**src/rtl/wbb_pkg.sv**
```systemverilog
package wbb_pkg;

  // Link and bus widths.
  localparam int byte_w = 8;
  localparam int addr_w = 16;
  localparam int data_w = 16;

  // Command codes as they arrive from the host.
  localparam logic [byte_w-1:0] cmd_nop   = 8'd0;
  localparam logic [byte_w-1:0] cmd_read  = 8'd1;
  localparam logic [byte_w-1:0] cmd_write = 8'd2;
  localparam logic [byte_w-1:0] cmd_ping  = 8'd8;

  // Response codes as they are sent back to the host.
  localparam logic [byte_w-1:0] resp_ack      = 8'd1;
  localparam logic [byte_w-1:0] resp_ping     = 8'd8;
  localparam logic [byte_w-1:0] resp_buserror = 8'd254;
  localparam logic [byte_w-1:0] resp_overflow = 8'd255;

  // One queued response.
  // The data bytes follow the code on the link only when has_data is set,
  // which the parser does for a read ACK alone.
  typedef struct packed {
    logic [byte_w-1:0] code;
    logic [data_w-1:0] data;
    logic              has_data;
  } resp_t;

endpackage

```
**src/rtl/wbb_bridge_top.sv**
```systemverilog
`timescale 1ns/1ps

module wbb_bridge_top #(
  parameter int IN_DEPTH    = 8,
  parameter int RESP_DEPTH  = 4,
  parameter int OUT_CREDITS = 4,
  parameter int MEM_WORDS   = 16
) (
  input  logic                        clk,
  input  logic                        reset,
  input  logic                        in_valid_i,
  input  logic [wbb_pkg::byte_w-1:0]  in_data_i,
  output logic                        in_credit_o,
  output logic                        out_valid_o,
  output logic [wbb_pkg::byte_w-1:0]  out_data_o,
  input  logic                        out_credit_i
);

  logic [wbb_pkg::byte_w-1:0]  in_byte;
  logic                        in_byte_valid;
  logic                        in_byte_pop;
  logic                        in_overflow;

  wbb_pkg::resp_t              resp_in;
  wbb_pkg::resp_t              resp_out;
  logic                        resp_push;
  logic                        resp_full;
  logic                        resp_valid;
  logic                        resp_pop;

  logic                        wb_cyc;
  logic                        wb_stb;
  logic                        wb_we;
  logic [wbb_pkg::addr_w-1:0]  wb_adr;
  logic [wbb_pkg::data_w-1:0]  wb_dat_w;
  logic [wbb_pkg::data_w-1:0]  wb_dat_r;
  logic                        wb_ack;
  logic                        wb_err;

  // The host holds IN_DEPTH credits, so this queue fills only on a protocol breach.
  wbb_credit_fifo #(
    .DEPTH (IN_DEPTH),
    .T     (logic [wbb_pkg::byte_w-1:0])
  ) i_in_fifo (
    .clk        (clk),
    .reset      (reset),
    .push_i     (in_valid_i),
    .data_i     (in_data_i),
    .pop_i      (in_byte_pop),
    .data_o     (in_byte),
    .valid_o    (in_byte_valid),
    .full_o     (),
    .credit_o   (in_credit_o),
    .overflow_o (in_overflow)
  );

  wbb_cmd_parser i_cmd_parser (
    .clk          (clk),
    .reset        (reset),
    .byte_valid_i (in_byte_valid),
    .byte_i       (in_byte),
    .byte_pop_o   (in_byte_pop),
    .overflow_i   (in_overflow),
    .resp_full_i  (resp_full),
    .resp_push_o  (resp_push),
    .resp_o       (resp_in),
    .wb_cyc_o     (wb_cyc),
    .wb_stb_o     (wb_stb),
    .wb_we_o      (wb_we),
    .wb_adr_o     (wb_adr),
    .wb_dat_o     (wb_dat_w),
    .wb_dat_i     (wb_dat_r),
    .wb_ack_i     (wb_ack),
    .wb_err_i     (wb_err)
  );

  wbb_credit_fifo #(
    .DEPTH (RESP_DEPTH),
    .T     (wbb_pkg::resp_t)
  ) i_resp_fifo (
    .clk        (clk),
    .reset      (reset),
    .push_i     (resp_push),
    .data_i     (resp_in),
    .pop_i      (resp_pop),
    .data_o     (resp_out),
    .valid_o    (resp_valid),
    .full_o     (resp_full),
    .credit_o   (),
    .overflow_o ()
  );

  wbb_resp_serializer #(
    .OUT_CREDITS (OUT_CREDITS)
  ) i_resp_serializer (
    .clk          (clk),
    .reset        (reset),
    .rec_valid_i  (resp_valid),
    .rec_i        (resp_out),
    .rec_pop_o    (resp_pop),
    .out_valid_o  (out_valid_o),
    .out_data_o   (out_data_o),
    .out_credit_i (out_credit_i)
  );

  wbb_reg_slave #(
    .MEM_WORDS (MEM_WORDS)
  ) i_reg_slave (
    .clk      (clk),
    .reset    (reset),
    .wb_cyc_i (wb_cyc),
    .wb_stb_i (wb_stb),
    .wb_we_i  (wb_we),
    .wb_adr_i (wb_adr),
    .wb_dat_i (wb_dat_w),
    .wb_dat_o (wb_dat_r),
    .wb_ack_o (wb_ack),
    .wb_err_o (wb_err)
  );

endmodule

```
**src/rtl/wbb_cmd_parser.sv**
```systemverilog
`timescale 1ns/1ps

module wbb_cmd_parser (
  input  logic                         clk,
  input  logic                         reset,
  input  logic                         byte_valid_i,
  input  logic [wbb_pkg::byte_w-1:0]   byte_i,
  output logic                         byte_pop_o,
  input  logic                         overflow_i,
  input  logic                         resp_full_i,
  output logic                         resp_push_o,
  output wbb_pkg::resp_t               resp_o,
  output logic                         wb_cyc_o,
  output logic                         wb_stb_o,
  output logic                         wb_we_o,
  output logic [wbb_pkg::addr_w-1:0]   wb_adr_o,
  output logic [wbb_pkg::data_w-1:0]   wb_dat_o,
  input  logic [wbb_pkg::data_w-1:0]   wb_dat_i,
  input  logic                         wb_ack_i,
  input  logic                         wb_err_i
);

  localparam int bw = wbb_pkg::byte_w;

  typedef enum logic [1:0] {
    st_command,
    st_collect,
    st_bus_wait,
    st_respond
  } state_t;

  state_t                      state;
  logic [1:0]                  collect_cnt;
  logic                        is_write;
  logic [wbb_pkg::addr_w-1:0]  addr_q;
  logic [wbb_pkg::data_w-1:0]  data_q;
  logic                        bus_q;
  logic                        ovf_sticky;
  logic                        ovf_take;
  wbb_pkg::resp_t              resp_q;

  // A pending overflow report takes priority over the next command byte.
  assign ovf_take   = (state == st_command) && ovf_sticky;
  assign byte_pop_o = byte_valid_i &&
                      (((state == st_command) && !ovf_sticky) || (state == st_collect));

  assign resp_push_o = (state == st_respond) && !resp_full_i;
  assign resp_o      = resp_q;

  assign wb_cyc_o = bus_q;
  assign wb_stb_o = bus_q;
  assign wb_we_o  = is_write;
  assign wb_adr_o = addr_q;
  assign wb_dat_o = data_q;

  always_ff @(posedge clk) begin
    if (reset) begin
      state       <= st_command;
      collect_cnt <= '0;
      bus_q       <= 1'b0;
      ovf_sticky  <= 1'b0;
    end else begin
      ovf_sticky <= (ovf_sticky && !ovf_take) || overflow_i;

      case (state)
        st_command: begin
          collect_cnt <= '0;
          if (ovf_sticky) begin
            resp_q.code     <= wbb_pkg::resp_overflow;
            resp_q.data     <= '0;
            resp_q.has_data <= 1'b0;
            state           <= st_respond;
          end else if (byte_valid_i) begin
            is_write <= (byte_i == wbb_pkg::cmd_write);
            case (byte_i)
              wbb_pkg::cmd_nop: begin
              end
              wbb_pkg::cmd_read, wbb_pkg::cmd_write: begin
                state <= st_collect;
              end
              wbb_pkg::cmd_ping: begin
                resp_q.code     <= wbb_pkg::resp_ping;
                resp_q.data     <= '0;
                resp_q.has_data <= 1'b0;
                state           <= st_respond;
              end
              default: begin
              end
            endcase
          end
        end

        // Address and data arrive low byte first.
        st_collect: begin
          if (byte_valid_i) begin
            collect_cnt <= collect_cnt + 1'b1;
            case (collect_cnt)
              2'd0: addr_q[bw-1:0] <= byte_i;
              2'd1: begin
                addr_q[2*bw-1:bw] <= byte_i;
                if (!is_write) begin
                  bus_q <= 1'b1;
                  state <= st_bus_wait;
                end
              end
              2'd2: data_q[bw-1:0] <= byte_i;
              default: begin
                data_q[2*bw-1:bw] <= byte_i;
                bus_q             <= 1'b1;
                state             <= st_bus_wait;
              end
            endcase
          end
        end

        st_bus_wait: begin
          if (wb_ack_i || wb_err_i) begin
            bus_q           <= 1'b0;
            resp_q.code     <= wb_err_i ? wbb_pkg::resp_buserror : wbb_pkg::resp_ack;
            resp_q.data     <= wb_dat_i;
            resp_q.has_data <= wb_ack_i && !wb_err_i && !is_write;
            state           <= st_respond;
          end
        end

        // Hold the record here while the response queue is full.
        default: begin
          if (!resp_full_i) begin
            state <= st_command;
          end
        end
      endcase
    end
  end

endmodule

```
**src/rtl/wbb_credit_fifo.sv**
```systemverilog
`timescale 1ns/1ps

module wbb_credit_fifo #(
  parameter int  DEPTH = 8,
  parameter type T     = logic [7:0]
) (
  input  logic clk,
  input  logic reset,
  input  logic push_i,
  input  T     data_i,
  input  logic pop_i,
  output T     data_o,
  output logic valid_o,
  output logic full_o,
  output logic credit_o,
  output logic overflow_o
);

  localparam int ptr_w = (DEPTH > 1) ? $clog2(DEPTH) : 1;
  localparam int cnt_w = $clog2(DEPTH + 1);
  localparam logic [ptr_w-1:0] last_slot  = ptr_w'(DEPTH - 1);
  localparam logic [cnt_w-1:0] full_count = cnt_w'(DEPTH);

  T                 mem [DEPTH];
  logic [ptr_w-1:0] wr_ptr;
  logic [ptr_w-1:0] rd_ptr;
  logic [cnt_w-1:0] count;
  logic             do_push;
  logic             do_pop;

  assign valid_o = (count != '0);
  assign full_o  = (count == full_count);
  assign data_o  = mem[rd_ptr];
  assign do_push = push_i && !full_o;
  assign do_pop  = pop_i && valid_o;

  always_ff @(posedge clk) begin
    if (do_push) begin
      mem[wr_ptr] <= data_i;
    end
  end

  always_ff @(posedge clk) begin
    if (reset) begin
      wr_ptr     <= '0;
      rd_ptr     <= '0;
      count      <= '0;
      credit_o   <= 1'b0;
      overflow_o <= 1'b0;
    end else begin
      // Every slot freed is handed back to the producer as one credit.
      credit_o   <= do_pop;
      overflow_o <= push_i && full_o;

      if (do_push) begin
        wr_ptr <= (wr_ptr == last_slot) ? '0 : wr_ptr + 1'b1;
      end
      if (do_pop) begin
        rd_ptr <= (rd_ptr == last_slot) ? '0 : rd_ptr + 1'b1;
      end

      case ({do_push, do_pop})
        2'b10: count <= count + 1'b1;
        2'b01: count <= count - 1'b1;
        default: begin
        end
      endcase
    end
  end

endmodule

```
**src/rtl/wbb_reg_slave.sv**
```systemverilog
`timescale 1ns/1ps

module wbb_reg_slave #(
  parameter int MEM_WORDS = 16
) (
  input  logic                        clk,
  input  logic                        reset,
  input  logic                        wb_cyc_i,
  input  logic                        wb_stb_i,
  input  logic                        wb_we_i,
  input  logic [wbb_pkg::addr_w-1:0]  wb_adr_i,
  input  logic [wbb_pkg::data_w-1:0]  wb_dat_i,
  output logic [wbb_pkg::data_w-1:0]  wb_dat_o,
  output logic                        wb_ack_o,
  output logic                        wb_err_o
);

  localparam int aw    = wbb_pkg::addr_w;
  localparam int idx_w = (MEM_WORDS > 1) ? $clog2(MEM_WORDS) : 1;
  localparam logic [aw-1:0] mem_limit = aw'(MEM_WORDS);

  logic [wbb_pkg::data_w-1:0] mem [MEM_WORDS];
  logic                       req;
  logic                       in_range;
  logic [idx_w-1:0]           idx;

  // A request is new until this slave has answered it once.
  assign req      = wb_cyc_i && wb_stb_i && !wb_ack_o && !wb_err_o;
  assign in_range = (wb_adr_i < mem_limit);
  assign idx      = wb_adr_i[idx_w-1:0];

  always_ff @(posedge clk) begin
    if (reset) begin
      wb_ack_o <= 1'b0;
      wb_err_o <= 1'b0;
      for (int i = 0; i < MEM_WORDS; i++) begin
        mem[i] <= '0;
      end
    end else begin
      wb_ack_o <= req && in_range;
      wb_err_o <= req && !in_range;
      if (req && in_range) begin
        if (wb_we_i) begin
          mem[idx] <= wb_dat_i;
        end else begin
          wb_dat_o <= mem[idx];
        end
      end
    end
  end

endmodule

```
**src/rtl/wbb_resp_serializer.sv**
```systemverilog
`timescale 1ns/1ps

module wbb_resp_serializer #(
  parameter int OUT_CREDITS = 4
) (
  input  logic                        clk,
  input  logic                        reset,
  input  logic                        rec_valid_i,
  input  wbb_pkg::resp_t              rec_i,
  output logic                        rec_pop_o,
  output logic                        out_valid_o,
  output logic [wbb_pkg::byte_w-1:0]  out_data_o,
  input  logic                        out_credit_i
);

  localparam int bw   = wbb_pkg::byte_w;
  localparam int cr_w = $clog2(OUT_CREDITS + 1);
  localparam logic [cr_w-1:0] init_credits = cr_w'(OUT_CREDITS);

  wbb_pkg::resp_t   rec_q;
  logic             busy;
  logic [1:0]       idx;
  logic [cr_w-1:0]  credits;
  logic             send;
  logic             send_last;
  logic             start;
  logic [bw-1:0]    cur_byte;

  assign send      = busy && (credits != '0);
  assign send_last = send && ((idx == 2'd2) || !rec_q.has_data);

  // The next record is taken in the cycle the current one sends its last byte.
  assign start     = rec_valid_i && (!busy || send_last);
  assign rec_pop_o = start;

  always_comb begin
    case (idx)
      2'd1:    cur_byte = rec_q.data[bw-1:0];
      2'd2:    cur_byte = rec_q.data[2*bw-1:bw];
      default: cur_byte = rec_q.code;
    endcase
  end

  always_ff @(posedge clk) begin
    if (reset) begin
      busy        <= 1'b0;
      idx         <= '0;
      credits     <= init_credits;
      out_valid_o <= 1'b0;
    end else begin
      out_valid_o <= send;
      if (send) begin
        out_data_o <= cur_byte;
      end

      case ({send, out_credit_i})
        2'b10: credits <= credits - 1'b1;
        2'b01: credits <= credits + 1'b1;
        default: begin
        end
      endcase

      if (start) begin
        rec_q <= rec_i;
        busy  <= 1'b1;
        idx   <= '0;
      end else if (send_last) begin
        busy <= 1'b0;
        idx  <= '0;
      end else if (send) begin
        idx <= idx + 1'b1;
      end
    end
  end

endmodule

```
**config.mk**
```make
export PLATFORM = sky130hd
export DESIGN_NAME = wbb_bridge_top
export DESIGN_NICKNAME = d
export VERILOG_FILES = /design/src/rtl/wbb_pkg.sv /design/src/rtl/wbb_bridge_top.sv /design/src/rtl/wbb_cmd_parser.sv /design/src/rtl/wbb_credit_fifo.sv /design/src/rtl/wbb_reg_slave.sv /design/src/rtl/wbb_resp_serializer.sv
export SDC_FILE = /design/constraint.sdc
export NUM_CORES = 1
export LEC_CHECK = 0
export ABC_AREA = 1
export BUFFER_PORTS_ARGS = -buffer_cell sky130_fd_sc_hd__buf_2
export CORE_MARGIN = 1.5
export CORE_UTILIZATION = 70
export CTS_BUF_LIST = sky130_fd_sc_hd__clkbuf_8
export DETAILED_ROUTE_END_ITERATION = 6
export GPL_TIMING_DRIVEN = 0
export PLACE_DENSITY_LB_ADDON = 0.1
export SLEW_MARGIN = 20
export SYNTH_ARGS = -nofsm -noshare
export SYNTH_HDL_FRONTEND = slang
export SYNTH_SLANG_ARGS = --single-unit
export TNS_END_PERCENT = 1
```
**constraint.sdc**
```tcl
create_clock -name clk -period 6.5 [get_ports clk]
set_input_delay 0.325 -clock clk [delete_from_list [all_inputs] [get_ports clk]]
set_output_delay 0.325 -clock clk [all_outputs]
set_load 0.03 [all_outputs]
```
==> impl_metrics.env <==
export IMPL_run_status="complete, no violations"
export IMPL_portBuffers=20
export IMPL_p_sw_mw=2.28
export IMPL_place_hpwl_um=37200
export IMPL_hold_path_class="in2reg"
export IMPL_whs_ps=189
export IMPL_synth_seq_area_share_pct=70.6
export IMPL_core_area_um2=30900
export IMPL_ctsHtreeMaxLevel=3
export IMPL_yosysWarnings=0
export IMPL_synth_avg_cell_area_um2=11.5
export IMPL_clock_sinks=534
export IMPL_final_cell_mix="edfxtp_1 (497), nor2_1 (353), nand2_1 (257)"
export IMPL_avgRoutedWirePerCell_um=22.1
export IMPL_finalCriticalPeriod_ps=3350
export IMPL_cts_root_buffer="clkbuf_8"
export IMPL_ant_nets=0
export IMPL_power_frac_comb_pct=16.2
export IMPL_cts_clk_slew_worst_paths_ps=60
export IMPL_avgViaCountPerCell=6.15
export IMPL_setup_tns_ps=0
export IMPL_regArea_um2=15700
export IMPL_firstDrtPassIters=6
export IMPL_cts_setup_buffers=0
export IMPL_path_cells="nor4_1 > nand3_1 > nor2_4 > nand2_4 > nor3_4 > nand2_2 > buf_6 > nand2_1"
export IMPL_gp_congestion=1.04
export IMPL_fin_crit_sh_pct=51.5
export IMPL_setup_viol=0
export IMPL_yosysTopAreaCell="edfxtp_1"
export IMPL_io_pins=22
export IMPL_grt_overflow_total=0
export IMPL_endpoint_kind="register"
export IMPL_routed_wl_um=55300
export IMPL_die_x_um=181
export IMPL_cts_buffer_depth=3
export IMPL_diodes=0
export IMPL_synth_area_leaders="edfxtp_1 (67%), nor2_1 (6.0%), nand3_1 (5.4%), nand2_1 (4.3%), dfxtp_1 (3.3%)"
export IMPL_multi_input_area_um2=5460
export IMPL_start_kind="register"
export IMPL_maxSlewHeadroom_pct=33.1
export IMPL_slew_violations=0
export IMPL_drive_above_1_share_pct=8.61
export IMPL_seqPwrFrac_pct=52.1
export IMPL_timing_fmax_ghz=0.299
export IMPL_yosysTopAreaCellShare_pct=67.3
export IMPL_grt_setup_unrepaired="no"
export IMPL_swShare_pct=28.7
export IMPL_postSynthCellCount=1924
export IMPL_grt_first_pass_wirelength_um=82700
export IMPL_area_growth_pct=10.1
export IMPL_nets=2084
export IMPL_p_int_mw=5.66
export IMPL_n_fill_cell=1910
export IMPL_drc_errors=0
export IMPL_grt_total_usage_pct=34.4
export IMPL_cp_arrival_ps=3570
export IMPL_final_common_cell="edfxtp_1"
export IMPL_syn_cell_area_um2=22200
export IMPL_powerDensity_nw_per_um2=325
export IMPL_clock_latency_ps=630
export IMPL_drtIter0Drc=1898
export IMPL_finalHoldViolations=0
export IMPL_antenna_found_initial=0
export IMPL_cts_tree="done"
export IMPL_maxCapViolCount=0
export IMPL_synth_cell_type_count=35
export IMPL_clkPwrFrac_pct=31.7
export IMPL_ys_seq_elements=534
export IMPL_critPathMaxFanout=16
export IMPL_slowest_stage="nand2_1"
export IMPL_grt_pass1_vias=14700
export IMPL_cp_required_ps=6730
export IMPL_worstSetupPathType="reg2reg"
export IMPL_grt_max_degree=23
export IMPL_reg2reg_slack_ps=3150
export IMPL_power_leakage_nw=9.49
export IMPL_fin_worst_skew_ps=34.1
export IMPL_cts_buffers=81
export IMPL_fp_dieArea_um2=32800
export IMPL_syn_nets=1964
export IMPL_rows=64
export IMPL_cpPeakStageDelay_ps=580
export IMPL_die_height_um=181
export IMPL_start_util_pct=71.8
export IMPL_worstMarginPinSlew_ps=1000
export IMPL_vias=15400
export IMPL_vdd_drop_max_uv=276
registers in the layout (all words and copies together), names as in the netlist, 4 cells and up, named ones only:
signal	flops
i_in_fifo.count	4
i_reg_slave.wb_dat_o	16
i_cmd_parser.wb_dat_o	16
i_cmd_parser.resp_o	20
i_cmd_parser.wb_adr_o	16
i_resp_fifo.mem	80
i_reg_slave.mem	256
i_resp_serializer.rec_q	20
i_resp_serializer.out_data_o	8
i_in_fifo.mem	64
power groups by stage:
stage / Combinational, mW / Sequential [mW] / Clock, mW
after global routing: 1.43 / 4.16 / 2.66
after CTS: 1.27 / 4.14 / 2.52
after detailed placement: 1.26 / 4.21 / 0
after floorplan: 0.850 / 4.20 / 0
after global placement: 1.21 / 4.20 / 0
final: 1.29 / 4.14 / 2.52
area by class of cell:
class / instances / area share [%]
Multi-Input combinational cell: 1126 / 22.4
Buffer: 113 / 2.10
Inverter: 151 / 2.32
Clock inverter: 52 / 0.871
Clock buffer: 90 / 5.07
Timing Repair Buffer: 37 / 1.12
Tap cell: 396 / 2.03
Sequential cell: 534 / 64.1
metal layers:
| metal | part of all wire [%] | GRT usage (%) | wire length (um) | vias to the layer above |
|---|---|---|---|---|
| met5 | 0.12 | 1.33 | 69 | - |
| met4 | 4.1 | 15.3 | 2290 | 3 |
| met3 | 12 | 8.51 | 6730 | 153 |
| met2 | 46 | 52.8 | 25300 | 945 |
| met1 | 38 | 47.2 | 20900 | 7328 |
| li1 | - | - | - | 6936 |
final timing paths:
| kind | startpoint | endpoint | cells past startpoint |
|---|---|---|---|
| max | i_cmd_parser.wb_adr_o[11]$_DFFE_PP_ | i_reg_slave.mem[13][4]$_SDFFCE_PN0P_ | 8 |
| min | out_credit_i | i_resp_serializer.credits[1]$_SDFFE_PP0P_ | 4 |
| max reg2reg | i_cmd_parser.wb_adr_o[11]$_DFFE_PP_ | i_reg_slave.mem[13][4]$_SDFFCE_PN0P_ | 8 |
| min reg2reg | i_in_fifo.overflow_o$_SDFF_PP0_ | i_cmd_parser.ovf_sticky$_SDFF_PP0_ | 2 |
metrics by stage:
| stage | power [mW] | utilization [%] | setup WS [ps] | cells | instance area (um^2) |
|---|---|---|---|---|---|
| 2_1_floorplan | 5.05 | - | 2750 | 1924 | 22200 |
| 3_3_place_gp | 5.40 | 73.7 | 1700 | 2340 | 22800 |
| 3_5_place_dp | 5.47 | 74.0 | 3220 | 2347 | 22900 |
| 4_1_cts | 7.93 | 79.0 | 3170 | 2499 | 24400 |
| 5_1_grt | 8.25 | 79.0 | 2830 | 2499 | 24400 |
| 6_report | 7.95 | 79.0 | 3150 | 2499 | 24400 |
worst max-delay path, delay by kind of cell (launching register included):
| family | cells | cell delay (ps) |
|---|---|---|
| buffers and inverters | 1 | 220 |
| flip-flops | 1 | 370 |
| AND/OR/NAND/NOR | 7 | 2360 |
synth_stat cells, drive strengths merged:
cell type / number
clkbuf: 73
inv: 148
a21oi: 27
fa: 3
a211oi: 3
ha: 25
nand2: 274
nor2: 360
o31ai: 2
a22o: 6
dfxtp: 37
nand3: 238
nor4: 6
and3: 1
buf: 40
xnor2: 1
nand3b: 1
clkinv: 3
edfxtp: 497
o21ai: 64
a31oi: 1
o22ai: 20
a22oi: 64
nand4: 17
o211a: 1
nor3: 9
o211ai: 1
or2: 2
kinds of logic after synthesis:
logic type / count (synthesis) / share of synthesized area, %
buffers and inverters: 264 / 4.86
AOI/OAI and AO/OA: 189 / 5.30
and+or+nand+nor: 908 / 17.5
xor gates and xnor gates: 1 / 0.0395
DFF: 534 / 70.6
adders and majority gates: 28 / 1.68
repair_timing:
action / 4_1_cts / 5_1_grt
hold endpoints to repair: 69 / 0
hold buffers: 10 / 0
gates resized for setup: 0 / 0
No activity file was read; power rests on OpenSTA's default activity.
